### src/x86_flags_consts.svh
/*
 * x86 flags pipeline constants
 * Data and EFLAGS widths plus the bit positions of the modeled flags
 */
`ifndef X86_FLAGS_CONSTS_SVH
`define X86_FLAGS_CONSTS_SVH

// Operand and result width
`define XF_DATA_W       32

// Modeled EFLAGS image, bits 17..9 and 6..5 are reserved
`define XF_EFLAGS_W     18

// Status and control flag positions within the image
`define XF_CF_BIT       0
`define XF_PF_BIT       1
`define XF_AF_BIT       2
`define XF_ZF_BIT       3
`define XF_SF_BIT       4
`define XF_DF_BIT       7
`define XF_OF_BIT       8

// All seven defined flags, used to clean a popped image
`define XF_DEFINED_MASK 18'h0019F

`endif

### src/x86_flags_pkg.sv
/*
 * x86 flags pipeline types
 * Operation codes accepted at issue and the EFLAGS image type
 */
`include "x86_flags_consts.svh"

package x86_flags_pkg;

    // Operations handled by the flags pipeline
    typedef enum logic [3:0] {
        OP_NOP  = 4'd0,   // No result, no flag change
        OP_ADD  = 4'd1,
        OP_SUB  = 4'd2,
        OP_CMP  = 4'd3,   // SUB without a result
        OP_AND  = 4'd4,
        OP_OR   = 4'd5,
        OP_XOR  = 4'd6,
        OP_INC  = 4'd7,   // Implied operand of 1, CF untouched
        OP_DEC  = 4'd8,   // Implied operand of 1, CF untouched
        OP_CLD  = 4'd9,   // DF cleared
        OP_STD  = 4'd10,  // DF set
        OP_POPF = 4'd11   // Image loaded from src2
    } alu_op_e;

    // 18-bit flags image, layout
    // 000000000_of_df_00_sf_zf_af_pf_cf
    typedef logic [`XF_EFLAGS_W-1:0] eflags_t;

endpackage

### src/flag_gen.sv
/*
 * flag_gen: result and flag computation for one operation
 * Combinational, produces CF/PF/AF/ZF/SF/OF and DF for the issued op
 */
`timescale 1ns/1ps
`include "x86_flags_consts.svh"

module flag_gen (
    input  x86_flags_pkg::alu_op_e op,
    input  logic [`XF_DATA_W-1:0]  src1,
    input  logic [`XF_DATA_W-1:0]  src2,
    output logic [`XF_DATA_W-1:0]  result,
    output x86_flags_pkg::eflags_t cc
);
    import x86_flags_pkg::*;

    localparam int MSB = `XF_DATA_W - 1;

    logic [`XF_DATA_W-1:0] opb;       // Second operand after INC/DEC substitution
    logic                  is_unit;   // INC or DEC
    logic                  is_sub;    // Subtract path, borrow in CF
    logic [`XF_DATA_W:0]   arith;     // Sum or difference with carry out on top
    logic                  arith_of;  // Signed overflow of the arith path
    logic                  arith_af;  // Carry or borrow out of bit 3

    assign is_unit = (op == OP_INC) || (op == OP_DEC);
    assign is_sub  = (op == OP_SUB) || (op == OP_CMP) || (op == OP_DEC);

    assign opb = is_unit ? {{(`XF_DATA_W-1){1'b0}}, 1'b1} : src2;

    always_comb begin
        if (is_sub) begin
            arith = {1'b0, src1} - {1'b0, opb};  // Top bit is the borrow
        end else begin
            arith = {1'b0, src1} + {1'b0, opb};
        end
    end

    // Overflow when the sign of the result cannot follow from the operand signs
    always_comb begin
        if (is_sub) begin
            arith_of = (src1[MSB] != opb[MSB]) && (arith[MSB] != src1[MSB]);
        end else begin
            arith_of = (src1[MSB] == opb[MSB]) && (arith[MSB] != src1[MSB]);
        end
    end

    // Bit 4 of a^b^r tells whether bit 3 carried or borrowed
    assign arith_af = src1[4] ^ opb[4] ^ arith[4];

    always_comb begin
        cc     = '0;
        result = '0;

        case (op)
            OP_ADD, OP_SUB, OP_CMP, OP_INC, OP_DEC: begin
                result          = arith[MSB:0];  // CMP keeps it for the flags only
                cc[`XF_CF_BIT]  = arith[`XF_DATA_W];
                cc[`XF_AF_BIT]  = arith_af;
                cc[`XF_OF_BIT]  = arith_of;
            end
            OP_AND: begin
                result = src1 & src2;
            end
            OP_OR: begin
                result = src1 | src2;
            end
            OP_XOR: begin
                result = src1 ^ src2;
            end
            OP_STD: begin
                cc[`XF_DF_BIT] = 1'b1;
            end
            default: begin
                result = '0;  // CLD, POPF and NOP carry no result
            end
        endcase

        // Result-derived flags, masked off later for ops that do not write them
        cc[`XF_PF_BIT] = ~^result[7:0];
        cc[`XF_ZF_BIT] = (result == '0);
        cc[`XF_SF_BIT] = result[MSB];
    end

endmodule

### src/alu_flag_stage.sv
/*
 * alu_flag_stage: pipeline stage 1
 * Registers the issued op with its result, new flags, write mask and pop image
 */
`timescale 1ns/1ps
`include "x86_flags_consts.svh"

module alu_flag_stage (
    input  logic                   clk,
    input  logic                   arst_n,
    input  logic                   val,
    input  x86_flags_pkg::alu_op_e op,
    input  logic [`XF_DATA_W-1:0]  src1,
    input  logic [`XF_DATA_W-1:0]  src2,
    output logic                   s1_val,
    output logic [`XF_DATA_W-1:0]  s1_result,
    output logic                   s1_wr_result,
    output x86_flags_pkg::eflags_t s1_cc_new,
    output x86_flags_pkg::eflags_t s1_fmask,
    output logic                   s1_pop,
    output x86_flags_pkg::eflags_t s1_pop_image
);
    import x86_flags_pkg::*;

    // CF, PF, AF, ZF, SF and OF
    localparam eflags_t ARITH_MASK = eflags_t'((1 << `XF_CF_BIT) | (1 << `XF_PF_BIT) |
                                               (1 << `XF_AF_BIT) | (1 << `XF_ZF_BIT) |
                                               (1 << `XF_SF_BIT) | (1 << `XF_OF_BIT));
    localparam eflags_t LOGIC_MASK  = ARITH_MASK & ~eflags_t'(1 << `XF_AF_BIT);
    localparam eflags_t UNIT_MASK   = ARITH_MASK & ~eflags_t'(1 << `XF_CF_BIT);
    localparam eflags_t DF_MASK     = eflags_t'(1 << `XF_DF_BIT);

    logic [`XF_DATA_W-1:0] gen_result;
    eflags_t               gen_cc;
    eflags_t               fmask;
    logic                  wr_result;
    logic                  pop;

    flag_gen u_flag_gen (
        .op     (op),
        .src1   (src1),
        .src2   (src2),
        .result (gen_result),
        .cc     (gen_cc)
    );

    // Per-op write mask and result enable
    always_comb begin
        fmask     = '0;
        wr_result = 1'b0;
        pop       = 1'b0;

        case (op)
            OP_ADD, OP_SUB: begin
                fmask     = ARITH_MASK;
                wr_result = 1'b1;
            end
            OP_CMP:                 fmask = ARITH_MASK;
            OP_AND, OP_OR, OP_XOR: begin
                fmask     = LOGIC_MASK;  // AF left as it was
                wr_result = 1'b1;
            end
            OP_INC, OP_DEC: begin
                fmask     = UNIT_MASK;
                wr_result = 1'b1;
            end
            OP_CLD, OP_STD:         fmask = DF_MASK;
            OP_POPF:                pop   = 1'b1;
            default:                fmask = '0;
        endcase
    end

    always_ff @(posedge clk or negedge arst_n) begin
        if (!arst_n) begin
            s1_val <= 1'b0;
        end else begin
            s1_val <= val;
        end
    end

    // Payload only moves with a valid issue
    always_ff @(posedge clk) begin
        if (val) begin
            s1_result    <= gen_result;
            s1_wr_result <= wr_result;
            s1_cc_new    <= gen_cc;
            s1_fmask     <= fmask;
            s1_pop       <= pop;
            s1_pop_image <= src2[`XF_EFLAGS_W-1:0] & `XF_DEFINED_MASK;
        end
    end

endmodule

### src/eflags_reg.sv
/*
 * eflags_reg: pipeline stage 2
 * EFLAGS register with masked update, pop load and invalidate, plus result output
 */
`timescale 1ns/1ps
`include "x86_flags_consts.svh"

module eflags_reg (
    input  logic                   clk,
    input  logic                   arst_n,
    input  logic                   s1_val,
    input  logic [`XF_DATA_W-1:0]  s1_result,
    input  logic                   s1_wr_result,
    input  x86_flags_pkg::eflags_t s1_cc_new,
    input  x86_flags_pkg::eflags_t s1_fmask,
    input  logic                   s1_pop,
    input  x86_flags_pkg::eflags_t s1_pop_image,
    input  logic                   cc_inval,
    output x86_flags_pkg::eflags_t cc_out,
    output logic [`XF_DATA_W-1:0]  result,
    output logic                   result_val
);
    import x86_flags_pkg::*;

    logic    commit;   // Stage-2 op survives the squash
    logic    res_load;
    eflags_t cc_next;

    assign commit   = s1_val && !cc_inval;
    assign res_load = commit && s1_wr_result;

    // Per-bit select of old value, new flag or popped image
    always_comb begin
        for (int i = 0; i < `XF_EFLAGS_W; i++) begin
            if (s1_pop) begin
                cc_next[i] = s1_pop_image[i];
            end else if (s1_fmask[i]) begin
                cc_next[i] = s1_cc_new[i];
            end else begin
                cc_next[i] = cc_out[i];
            end
        end
    end

    always_ff @(posedge clk or negedge arst_n) begin
        if (!arst_n) begin
            cc_out     <= '0;
            result     <= '0;
            result_val <= 1'b0;
        end else begin
            result_val <= res_load;  // One-cycle pulse per committed result
            if (commit) begin
                cc_out <= cc_next;
            end
            if (res_load) begin
                result <= s1_result;
            end
        end
    end

endmodule

### src/x86_flags_top.sv
/*
 * x86_flags_top: two-stage flags pipeline
 * Issue port into stage 1, EFLAGS and result out of stage 2
 */
`timescale 1ns/1ps
`include "x86_flags_consts.svh"

module x86_flags_top (
    input  logic                   clk,
    input  logic                   arst_n,
    input  logic                   val,
    input  x86_flags_pkg::alu_op_e op,
    input  logic [`XF_DATA_W-1:0]  src1,
    input  logic [`XF_DATA_W-1:0]  src2,
    input  logic                   cc_inval,
    output x86_flags_pkg::eflags_t cc_out,
    output logic [`XF_DATA_W-1:0]  result,
    output logic                   result_val
);
    import x86_flags_pkg::*;

    // Stage 1 to stage 2
    logic                  s1_val;
    logic [`XF_DATA_W-1:0] s1_result;
    logic                  s1_wr_result;
    eflags_t               s1_cc_new;
    eflags_t               s1_fmask;
    logic                  s1_pop;
    eflags_t               s1_pop_image;

    alu_flag_stage u_alu_flag_stage (
        .clk          (clk),
        .arst_n       (arst_n),
        .val          (val),
        .op           (op),
        .src1         (src1),
        .src2         (src2),
        .s1_val       (s1_val),
        .s1_result    (s1_result),
        .s1_wr_result (s1_wr_result),
        .s1_cc_new    (s1_cc_new),
        .s1_fmask     (s1_fmask),
        .s1_pop       (s1_pop),
        .s1_pop_image (s1_pop_image)
    );

    eflags_reg u_eflags_reg (
        .clk          (clk),
        .arst_n       (arst_n),
        .s1_val       (s1_val),
        .s1_result    (s1_result),
        .s1_wr_result (s1_wr_result),
        .s1_cc_new    (s1_cc_new),
        .s1_fmask     (s1_fmask),
        .s1_pop       (s1_pop),
        .s1_pop_image (s1_pop_image),
        .cc_inval     (cc_inval),  // Squashes whatever sits in stage 2 this cycle
        .cc_out       (cc_out),
        .result       (result),
        .result_val   (result_val)
    );

endmodule

### config.mk
export PLATFORM = sky130hd
export DESIGN_NAME = x86_flags_top
export DESIGN_NICKNAME = d
export VERILOG_FILES = /design/src/x86_flags_pkg.sv /design/src/flag_gen.sv /design/src/alu_flag_stage.sv /design/src/eflags_reg.sv /design/src/x86_flags_top.sv
export VERILOG_INCLUDE_DIRS = /design/src
export SDC_FILE = /design/constraint.sdc
export NUM_CORES = 1
export LEC_CHECK = 0
export CORE_MARGIN = 2
export CORE_UTILIZATION = 35
export DETAILED_ROUTE_END_ITERATION = 16
export DONT_BUFFER_PORTS = 1
export PLACE_DENSITY = 0.52
export SLEW_MARGIN = 20
export SYNTH_ARGS = -nofsm -noshare
export SYNTH_HDL_FRONTEND = slang
export SYNTH_SLANG_ARGS = --single-unit
export TNS_END_PERCENT = 50
### constraint.sdc
create_clock -name clk -period 1.65 [get_ports clk]
set_clock_uncertainty 0.15 [all_clocks]
set_input_delay 0.2475 -clock clk [delete_from_list [all_inputs] [get_ports clk]]
set_output_delay 0.2475 -clock clk [all_outputs]
set_load 0.03 [all_outputs]
==> results of run 1 <==
## path summary, 6_finish.rpt
path | start | to | slack, ns | cells past startpoint
worst max-delay path | op[2] | u_alu_flag_stage.s1_cc_new[3]$_DFFE_PP_ | -2.71 | 20
worst min-delay path | val | u_alu_flag_stage.s1_val$_DFF_PN0_ | -0.17 | 0
worst max register to register | u_alu_flag_stage.s1_val$_DFF_PN0_ | u_eflags_reg.result[12]$_DFFE_PN0P_ | 0.13 | 4
worst min register to register | u_alu_flag_stage.s1_result[29]$_DFFE_PP_ | u_eflags_reg.result[29]$_DFFE_PN0P_ | 0.33 | 1
max in group asynchronous | arst_n | u_eflags_reg.result[6]$_DFFE_PN0P_ | 0.91 | 2
min in group asynchronous | arst_n | u_eflags_reg.result[15]$_DFFE_PN0P_ | 0.21 | 2
## cell type report
cell class | count | area (µm²)
well taps | 319 | 399
clock inverters | 7 | 65.1
inverters | 84 | 318
clock buffers | 9 | 225
flip-flops and latches | 92 | 2560
multi-input cells | 714 | 6040
fillers | 2161 | 11500
repair buffers | 280 | 2260
## sequential cells by signal (all words and copies together), names as in the netlist
signal	flops
u_alu_flag_stage.s1_cc_new	7
u_alu_flag_stage.s1_fmask	4
u_alu_flag_stage.s1_pop	1
u_alu_flag_stage.s1_pop_image	7
u_alu_flag_stage.s1_result	31
u_alu_flag_stage.s1_val	1
u_alu_flag_stage.s1_wr_result	1
u_eflags_reg.cc_out	7
u_eflags_reg.result	32
u_eflags_reg.result_val	1
## power groups by stage
stage | sequential (mW) | clock, mW | combinational, mW
finish | 3.81 | 2.07 | 4.30
global route | 3.87 | 2.23 | 4.67
CTS | 3.82 | 2.13 | 3.92
detailed placement | 3.87 | 0 | 3.47
global placement | 3.86 | 0 | 3.44
floorplan | 3.78 | 0 | 2.17
## metal layers
| metal | wire (µm) | GRT usage (%) |
|---|---|---|
| met1 | 13000 | 30.5 |
| met2 | 13400 | 38.0 |
| met3 | 1620 | 3.97 |
| met4 | 358 | 5.41 |
| met5 | 0 | 0 |
## critical path, cell delays in order
cell and delay [ns]:
or4b_4 0.53, buf_4 0.15, buf_8 0.11, o21ai_4 0.06
buf_6 0.14, buf_4 0.12, nor2_1 0.06, nor4_4 0.36
mux2i_1 0.28, o21ai_2 0.13, ha_4 0.32, o211ai_1 0.12
a31o_4 0.26, a211oi_4 0.29, buf_4 0.18, o21a_2 0.14
o31ai_2 0.08, nor4b_2 0.28, nand4_1 0.22, nor4_2 0.27
## cell families after synthesis
kind of cell,synth area share (%)
compound gates,22.8
xor+xnor,4.03
fa+ha+maj,15.5
buf+inv,6.90
flops,30.9
mux,5.10
other cells,0.0454
simple gates,14.7
## cell usage after synthesis (13+ instances only)
master | n | area (µm²)
clkbuf_1 | 20 | 75.1
xnor2_1 | 24 | 210
dfrtp_1 | 41 | 1030
mux2_2 | 33 | 372
edfxtp_1 | 51 | 1530
nor2_1 | 77 | 289
a21o_1 | 14 | 105
ha_1 | 101 | 1260
o21ai_0 | 50 | 250
a21oi_1 | 58 | 290
a221oi_1 | 30 | 263
a22oi_1 | 16 | 120
nor3_1 | 13 | 65.1
inv_1 | 83 | 312
xor2_1 | 14 | 123
nand2_1 | 75 | 282
o21a_1 | 16 | 120
buf_4 | 14 | 105
nand3_1 | 19 | 95.1
o211ai_1 | 18 | 135
## what timing repair did
action                     4_1_cts  5_1_grt
setup endpoints to repair       37       36
resized for setup               91       87
hold endpoints to repair       103       52
buffers inserted                25       26
pin swaps                       57       57
## metrics by stage
stage	std cells	hold WS [ns]	setup TNS, ns
2_1_floorplan	940	-0.198	-79.72
3_3_place_gp	1431	-0.197	-86.92
3_5_place_dp	1431	-0.197	-85.76
4_1_cts	1483	-0.217	-63.74
5_1_grt	1505	-0.211	-71.18
6_report	1505	-0.174	-66.94
==> results by group, run 1 <==
Synthesis
  – Post-Syn Area: 0.00827 mm²
  – Synthesis Warnings: 0
  – Post-Syn Instances: 930
  – Number of synthesized register bits: 92
  – Yosys cell types: 77
  – Seq/Total Area, Yosys: 30.9%
  – Syn Area/Cell: 8.89 µm²
  – Ys async rst share: 44.6%
  – Post-synth top flop: edfxtp_1
  – EDFF count, synth: 51

Floorplanning
  – Die H: 158 µm
  – Rows: 56
  – Die width: 158 µm
  – Initial Util: 35.4%
  – I/O pin cnt: 123
  – Die ar.: 0.0249 mm²
  – Core ar.: 0.0233 mm²

Clock network
  – Clock transition at path regs: 0.07 ns
  – Max clock buf depth: 2
  – Clk_lat worst skew: 0.36 ns
  – CTS buffer count: 9
  – Clock sink count: 92
  – Clock root cell: clkbuf_16
  – Hold buffer count at CTS: 12
  – CTS tree: yes
  – H-tree Lvls: 3

Final layout
  – Commonest non-fill, non-tap cells in the layout: 245 x buf_4, 92 x ha_1, 80 x inv_1, 67 x nor2_1, 57 x nand2_1
  – Final design area excluding fillers: 0.0119 mm²
  – P&R area growth vs syn: 43.5%
  – Final Core Density: 50.8%
  – Ratio of cells with drive above 1 in the final layout: 40.4%
  – Fin nets: 1,355
  – Ant. Diodes: 0
  – Commonest non-fill, non-tap cell in the layout: buf_4

Route
  – Via density: 5.29
  – Detailed router's first-iteration violation count: 564
  – DRT Wirelength: 28,400 µm
  – Drt pass-1 iters: 5
  – Vias: 7,963
  – Residual DRC count: 0
  – Drt wl/cell: 18.9 µm
  – Remaining antenna violation count after routing: 0

Timing
  – Fin crit period: 4.36 ns
  – Tcrit/Tclk final: 264%
  – Count of final hold-check violations: 52
  – Pins Over Slew Limit: 0
  – Worst hold slack: -0.174 ns
  – Max-slew headroom: 55.8%
  – Fmax: 0.229 GHz
  – Worst Tran Pin Value: 0.662 ns
  – Final Worst Setup Slack: -2.71 ns
  – RSZ-0062 raised after global routing: yes
  – Final setup viols: 38

Power and ir drop
  – PD cells: 857 mW/mm²
  – Total power: 10.2 mW
  – P_sw: 3.91 mW
  – Switching share of power: 38.5%
  – Pleak: 5.39 nW
  – Clk pwr share: 20.4%
  – Internal Power: 6.26 mW
  – Comb pwr share: 42.2%
  – Peak VDD IR: 467 µV
  – Sequential share of power: 37.4%

Setup path
  – Arrival time at the worst endpoint: 4.39 ns
  – WS Path Type: primary input to flip-flop
  – Critical path peak fanout: 21
  – CP Data Required Time: 1.68 ns
  – Crit path launch type: primary input
  – Setup crit end kind: flip-flop

Run
  – Max Cap Viol: 0

Hold path
  – Hold Crit Class: primary input to flip-flop

Global routing
  – GRT overflow: 0
  – Initial antenna violation count: 1
  – First-pass GRT wire length: 43,300 µm
  – Vias in the first global route: 7,796
  – Total GRT Usage: 22.7%
  – Pin count of the biggest net entering global routing: 53

Placed design
  – GP Congestion: 0.940
  – Port-buffer cells: 0
  – Post-DP Area: 0.0103 mm²
  – Pre-CTS WS: -3.40 ns
  – Final HPWL DP: 21,900 µm

Run status
  – Outcome: finished with violations
  – Failing checks: hold timing, setup timing
(Power assumes the default switching activity.)
==> inputs of run 2 (changes only) <==
--- a/config.mk
+++ b/config.mk
@@ -8,6 +8,7 @@
 export LEC_CHECK = 0
 export CORE_MARGIN = 2
 export CORE_UTILIZATION = 35
+export CTS_BUF_LIST = sky130_fd_sc_hd__clkbuf_4 sky130_fd_sc_hd__clkbuf_8
 export DETAILED_ROUTE_END_ITERATION = 16
 export DONT_BUFFER_PORTS = 1
 export PLACE_DENSITY = 0.52
==> results by group, run 2 (synthesis gave the netlist of run 1 again) <==
Clock network
  – CTS buffer count: 9
  – Clock sink count: 92
  – Hold buffer count at CTS: 12
  – Clock transition at path regs: 0.10 ns
  – Max clock buf depth: 2
  – Clock root cell: clkbuf_8
  – CTS tree: yes
  – Clk_lat worst skew: 0.38 ns
  – H-tree Lvls: 3

Placed design
  – Placed cells: 1,431
  – Port-buffer cells: 0
  – GP Congestion: 0.940
  – Final HPWL DP: 21,900 µm
  – Pre-CTS WS: -3.40 ns
  – Post-DP Area: 0.0103 mm²

Final layout
  – Fill count: 2,197
  – Max reg flops: 32
  – P&R area growth vs syn: 39.6%
  – Fin nets: 1,347
  – Post-Layout Cell Count: 1,498
  – Ratio of cells with drive above 1 in the final layout: 38.3%
  – Final Core Density: 49.5%
  – Commonest non-fill, non-tap cells in the layout: 246 x buf_4, 95 x ha_1, 80 x inv_1, 68 x nor2_1, 62 x nand2_1
  – Largest Register: u_eflags_reg.result
  – Final design area excluding fillers: 0.0115 mm²
  – Commonest non-fill, non-tap cell in the layout: buf_4
  – Largest registers: u_eflags_reg.result x32, u_alu_flag_stage.s1_result x31

Timing
  – Final setup viols: 36
  – Fmax: 0.231 GHz
  – Final Worst Setup Slack: -2.67 ns
  – Fin crit period: 4.32 ns
  – Worst Tran Pin Value: 0.683 ns
  – RSZ-0062 raised after global routing: yes
  – Total negative slack: -64.82 ns
  – Pins Over Slew Limit: 0
  – Worst hold slack: -0.198 ns
  – Tcrit/Tclk final: 262%
  – Max-slew headroom: 54.4%
  – Count of final hold-check violations: 52

Route
  – Drt wl/cell: 18.8 µm
  – Top Layer Used: met4
  – DR WL met2: 13,400 µm
  – Met3 routed WL: 1490 µm
  – Drt pass-1 iters: 5
  – Residual DRC count: 0
  – DRT Wirelength: 28,200 µm
  – Wl on met1: 13,000 µm
  – Detailed router's first-iteration violation count: 559
  – Vias: 7,940
  – Via density: 5.30
  – Remaining antenna violation count after routing: 0

Floorplanning
  – Core ar.: 0.0233 mm²
  – Initial Util: 35.4%
  – Die width: 158 µm
  – I/O pin cnt: 123
  – Rows: 56
  – Die H: 158 µm
  – Die ar.: 0.0249 mm²

Setup path
  – Setup crit end kind: flip-flop
  – Critical path peak fanout: 21
  – Crit path launch type: primary input
  – CP Data Required Time: 1.70 ns
  – WS Path Type: primary input to flip-flop
  – Arrival time at the worst endpoint: 4.37 ns

Hold path
  – Hold Crit Class: primary input to flip-flop

Global routing
  – First-pass GRT wire length: 43,200 µm
  – Vias in the first global route: 7,809
  – GRT overflow: 0
  – Pin count of the biggest net entering global routing: 53
  – Total GRT Usage: 22.7%
  – Initial antenna violation count: 1

Run
  – Max Cap Viol: 0

Power and ir drop
  – Pleak: 5.27 nW
  – PD cells: 821 mW/mm²
  – Peak VDD IR: 390 µV
  – Total power: 9.47 mW

Run status
  – Outcome: finished with violations
  – Failing checks: hold timing, setup timing
==> run 2: cell types whose count changed in the layout (fill, tap and decap cells not counted), moves of 3 or more <==
cell       change
ha_1           +3
nand2_2        -5
nand2_1        +5
clkbuf_8       +9
o21ai_2        -5
o21ai_1        +4
buf_6          -8
clkbuf_16      -9
==> run 2: worst paths after layout <==
path	slack, ns	endpoint	from	cells after the start
worst max-delay path	-2.67	u_alu_flag_stage.s1_cc_new[3]$_DFFE_PP_	op[2]	22
worst min-delay path	-0.20	u_alu_flag_stage.s1_val$_DFF_PN0_	val	0
worst max register to register	0.13	u_eflags_reg.result[12]$_DFFE_PN0P_	u_alu_flag_stage.s1_val$_DFF_PN0_	4
worst min register to register	0.33	u_eflags_reg.result[29]$_DFFE_PN0P_	u_alu_flag_stage.s1_result[29]$_DFFE_PP_	1
max in group asynchronous	0.94	u_eflags_reg.result[6]$_DFFE_PN0P_	arst_n	2
min in group asynchronous	0.18	u_eflags_reg.result[15]$_DFFE_PN0P_	arst_n	2
==> run 2: worst max-delay path, cell delays in order <==
cell	delay, ns
or4b_4	0.53
o21a_4	0.16
nand2_4	0.07
ha_4	0.17
a21boi_4	0.21
nand2_2	0.09
nand2_2	0.12
nand2_4	0.08
o211ai_1	0.10
ha_2	0.33
a21oi_2	0.15
o21ai_1	0.09
xnor2_1	0.21
o21a_1	0.17
ha_1	0.15
and4_4	0.21
nand3_2	0.09
nor4_2	0.16
nand4b_1	0.23
a2111oi_4	0.30
nand4_1	0.24
nor4_2	0.27
==> run 2: per-layer routing <==
| metal | global-route usage (%) | vias up |
|---|---|---|
| li1 | - | 3861 |
| met1 | 30.5 | 3845 |
| met2 | 38.0 | 207 |
| met3 | 4.11 | 27 |
| met4 | 4.89 | 0 |
| met5 | 0 | - |
==> run 2: area by class of cell <==
class,instances,area (µm²),area share [%]
diodes,1,2.50,0.0217
clock buffers,9,124,1.07
clock inverters,7,65.1,0.564
inverters,84,318,2.75
multi-input cells,714,5910,51.3
flip-flops and latches,92,2560,22.2
well taps,319,399,3.46
repair buffers,272,2160,18.7
==> run 2: power by group <==
group | internal (mW) | switching, mW | total [mW]
clock | 0.588 | 0.935 | 1.52
sequential | 2.95 | 0.856 | 3.80
combinational | 2.16 | 1.99 | 4.15
==> run 2: repair_timing <==
| item | in CTS | in global routing |
|---|---|---|
| endpoints found under the hold margin | 104 | 53 |
| gates cloned | 0 | 0 |
| pin swaps | 57 | 46 |
| buffers inserted | 25 | 17 |
| gates resized for setup | 91 | 46 |
| setup endpoints to repair | 37 | 36 |
==> inputs of run 3 (changes only) <==
--- a/config.mk
+++ b/config.mk
@@ -11,7 +11,8 @@
 export CTS_BUF_LIST = sky130_fd_sc_hd__clkbuf_4 sky130_fd_sc_hd__clkbuf_8
 export DETAILED_ROUTE_END_ITERATION = 16
 export DONT_BUFFER_PORTS = 1
-export PLACE_DENSITY = 0.52
+export HOLD_SLACK_MARGIN = 0.15
+export PLACE_DENSITY = 0.5
 export SLEW_MARGIN = 20
 export SYNTH_ARGS = -nofsm -noshare
 export SYNTH_HDL_FRONTEND = slang
==> constraint.sdc (replaced) <==
create_clock -name clk -period 4.1 [get_ports clk]
set_clock_uncertainty 0.15 [all_clocks]
set_input_delay 0.615 -clock clk [delete_from_list [all_inputs] [get_ports clk]]
set_output_delay 0.615 -clock clk [all_outputs]
set_load 0.03 [all_outputs]
==> results by group, run 3 (synthesis gave the netlist of run 1 again) <==
Setup path
  – Setup crit end kind: flip-flop
  – Crit path from: op[0]
  – CP Data Required Time: 4.14 ns
  – R2r startpoint: u_alu_flag_stage.s1_val$_DFF_PN0_
  – Crit Reg-Reg Endpoint: u_eflags_reg.result[15]$_DFFE_PN0P_
  – Crit path launch type: primary input
  – Critical path peak fanout: 14
  – CP Capture Point: u_alu_flag_stage.s1_cc_new[3]$_DFFE_PP_
  – R2r worst-path depth: 5
  – Flop2flop setup slack: 1.94 ns
  – WS Path Type: primary input to flip-flop
  – Arrival time at the worst endpoint: 4.73 ns

Clock network
  – Clock root cell: clkbuf_8
  – Clock transition at path regs: 0.09 ns
  – Max clock buf depth: 2
  – Clock sink count: 92
  – CTS tree: yes
  – H-tree Lvls: 3
  – Clk_lat worst skew: 0.36 ns
  – CTS buffer count: 9

Timing
  – Final Worst Setup Slack: -0.593 ns
  – Max-slew headroom: 49.9%
  – Worst Tran Pin Value: 0.747 ns
  – Fmax: 0.213 GHz
  – RSZ-0062 raised after global routing: yes
  – Pins Over Slew Limit: 0
  – Tcrit/Tclk final: 114%
  – Fin crit period: 4.69 ns
  – Count of final hold-check violations: 0
  – Final setup viols: 17
  – Total negative slack: -3.22 ns

Global routing
  – Initial antenna violation count: 0
  – Total GRT Usage: 22.3%
  – Pin count of the biggest net entering global routing: 53
  – GRT overflow: 0
  – Vias in the first global route: 7,490
  – First-pass GRT wire length: 42,300 µm

Floorplanning
  – I/O pin cnt: 123
  – Die width: 158 µm
  – Rows: 56
  – Die ar.: 0.0249 mm²
  – Initial Util: 35.4%
  – Die H: 158 µm
  – Core ar.: 0.0233 mm²

Route
  – Residual DRC count: 0
  – Vias: 7,647
  – DRT Wirelength: 27,700 µm
  – Drt pass-1 iters: 4
  – Remaining antenna violation count after routing: 0
  – Drt wl/cell: 19.1 µm
  – Detailed router's first-iteration violation count: 512
  – Via density: 5.26

Final layout
  – Fin nets: 1,304
  – Ant. Diodes: 0
  – Final Core Density: 47.2%
  – Commonest non-fill, non-tap cell in the layout: buf_4
  – Sequential Area: 0.00256 mm²
  – Fill count: 2,294
  – Commonest non-fill, non-tap cells in the layout: 217 x buf_4, 96 x ha_1, 82 x inv_1, 71 x nor2_1, 63 x nand2_1
  – Final design area excluding fillers: 0.0110 mm²
  – P&R area growth vs syn: 33.3%
  – Largest registers: u_eflags_reg.result x32, u_alu_flag_stage.s1_result x31
  – Ratio of cells with drive above 1 in the final layout: 34.1%
  – Largest Register: u_eflags_reg.result
  – Area occupied by multi-input gates: 0.00573 mm²
  – Max reg flops: 32

Placed design
  – Post-DP Area: 0.0101 mm²
  – GP Congestion: 0.929
  – Port-buffer cells: 0
  – Final HPWL DP: 21,600 µm
  – Pre-CTS WS: -1.44 ns

Run status
  – Failing checks: setup timing
  – Outcome: finished with violations

Power and ir drop
  – PD cells: 347 mW/mm²
  – Total power: 3.82 mW
  – Pleak: 5.04 nW
  – Peak VDD IR: 201 µV

Run
  – Max Cap Viol: 0

Hold path
  – Hold Crit Class: primary input to flip-flop
-- run 3: metrics by stage --
step	instances	hold WS [ns]
6_report	1454	0.191
4_1_cts	1438	0.162
3_5_place_dp	1403	0.171
3_3_place_gp	1403	0.171
2_1_floorplan	940	0.169
5_1_grt	1454	0.155
-- run 3: layout make-up --
type | count | share of cell area [%]
timing repair buffer | 229 | 16.1
inverter | 84 | 2.86
multi-input combinational | 714 | 52.0
tap | 319 | 3.62
clock inverter | 5 | 0.920
sequential | 92 | 23.2
clock buffer | 11 | 1.26
-- run 3: report_power, final --
part	total (mW)	switching (mW)	internal (mW)
Clock	0.731	0.313	0.418
Sequential	1.54	0.351	1.19
Combinational	1.55	0.755	0.796
Total	3.82	1.42	2.40
-- run 3: critical path: stages --
cell and delay, ns:
or4b_4 0.53, o21a_4 0.16, nand2_4 0.06, inv_2 0.04, ha_4 0.18, a21boi_4 0.15, nand2_2 0.08, nand2_2 0.08
nand2_4 0.10, o211ai_1 0.10, ha_1 0.37, nand2_2 0.08, buf_4 0.13, nor3_2 0.18, o21ai_2 0.09, buf_4 0.14
a31o_4 0.23, a211oi_4 0.31, o21ai_2 0.11, xor2_1 0.17, o21ai_2 0.08, or4_4 0.53, nor4_2 0.21
-- run 3: worst min path at each step --
stage | startpoint | end | cells past startpoint
floorplan | arst_n | u_alu_flag_stage.s1_val$_DFF_PN0_ | 0
global placement | arst_n | u_eflags_reg.result[0]$_DFFE_PN0P_ | 0
detailed placement | arst_n | u_eflags_reg.result[0]$_DFFE_PN0P_ | 0
CTS | src2[0] | u_alu_flag_stage.s1_pop_image[0]$_DFFE_PP_ | 0
global route | src2[0] | u_alu_flag_stage.s1_pop_image[0]$_DFFE_PP_ | 0
finish | src2[0] | u_alu_flag_stage.s1_pop_image[0]$_DFFE_PP_ | 0
-- run 3: layer usage --
metal | vias to the layer above | GRT usage, % | share of wire (%)
li1 | 3762 | - | -
met1 | 3668 | 30.6 | 47
met2 | 195 | 37.5 | 47
met3 | 22 | 3.07 | 4.5
met4 | 0 | 4.81 | 1.5
met5 | - | 0 | 0
-- run 3: what timing repair did --
| item | in CTS | in global routing |
|---|---|---|
| endpoints found under the hold margin | 42 | 0 |
| resized for setup | 70 | 31 |
| setup buffers | 16 | 17 |
| hold buffers | 3 | 0 |
| setup endpoints to repair | 20 | 20 |
| pin swaps | 35 | 47 |
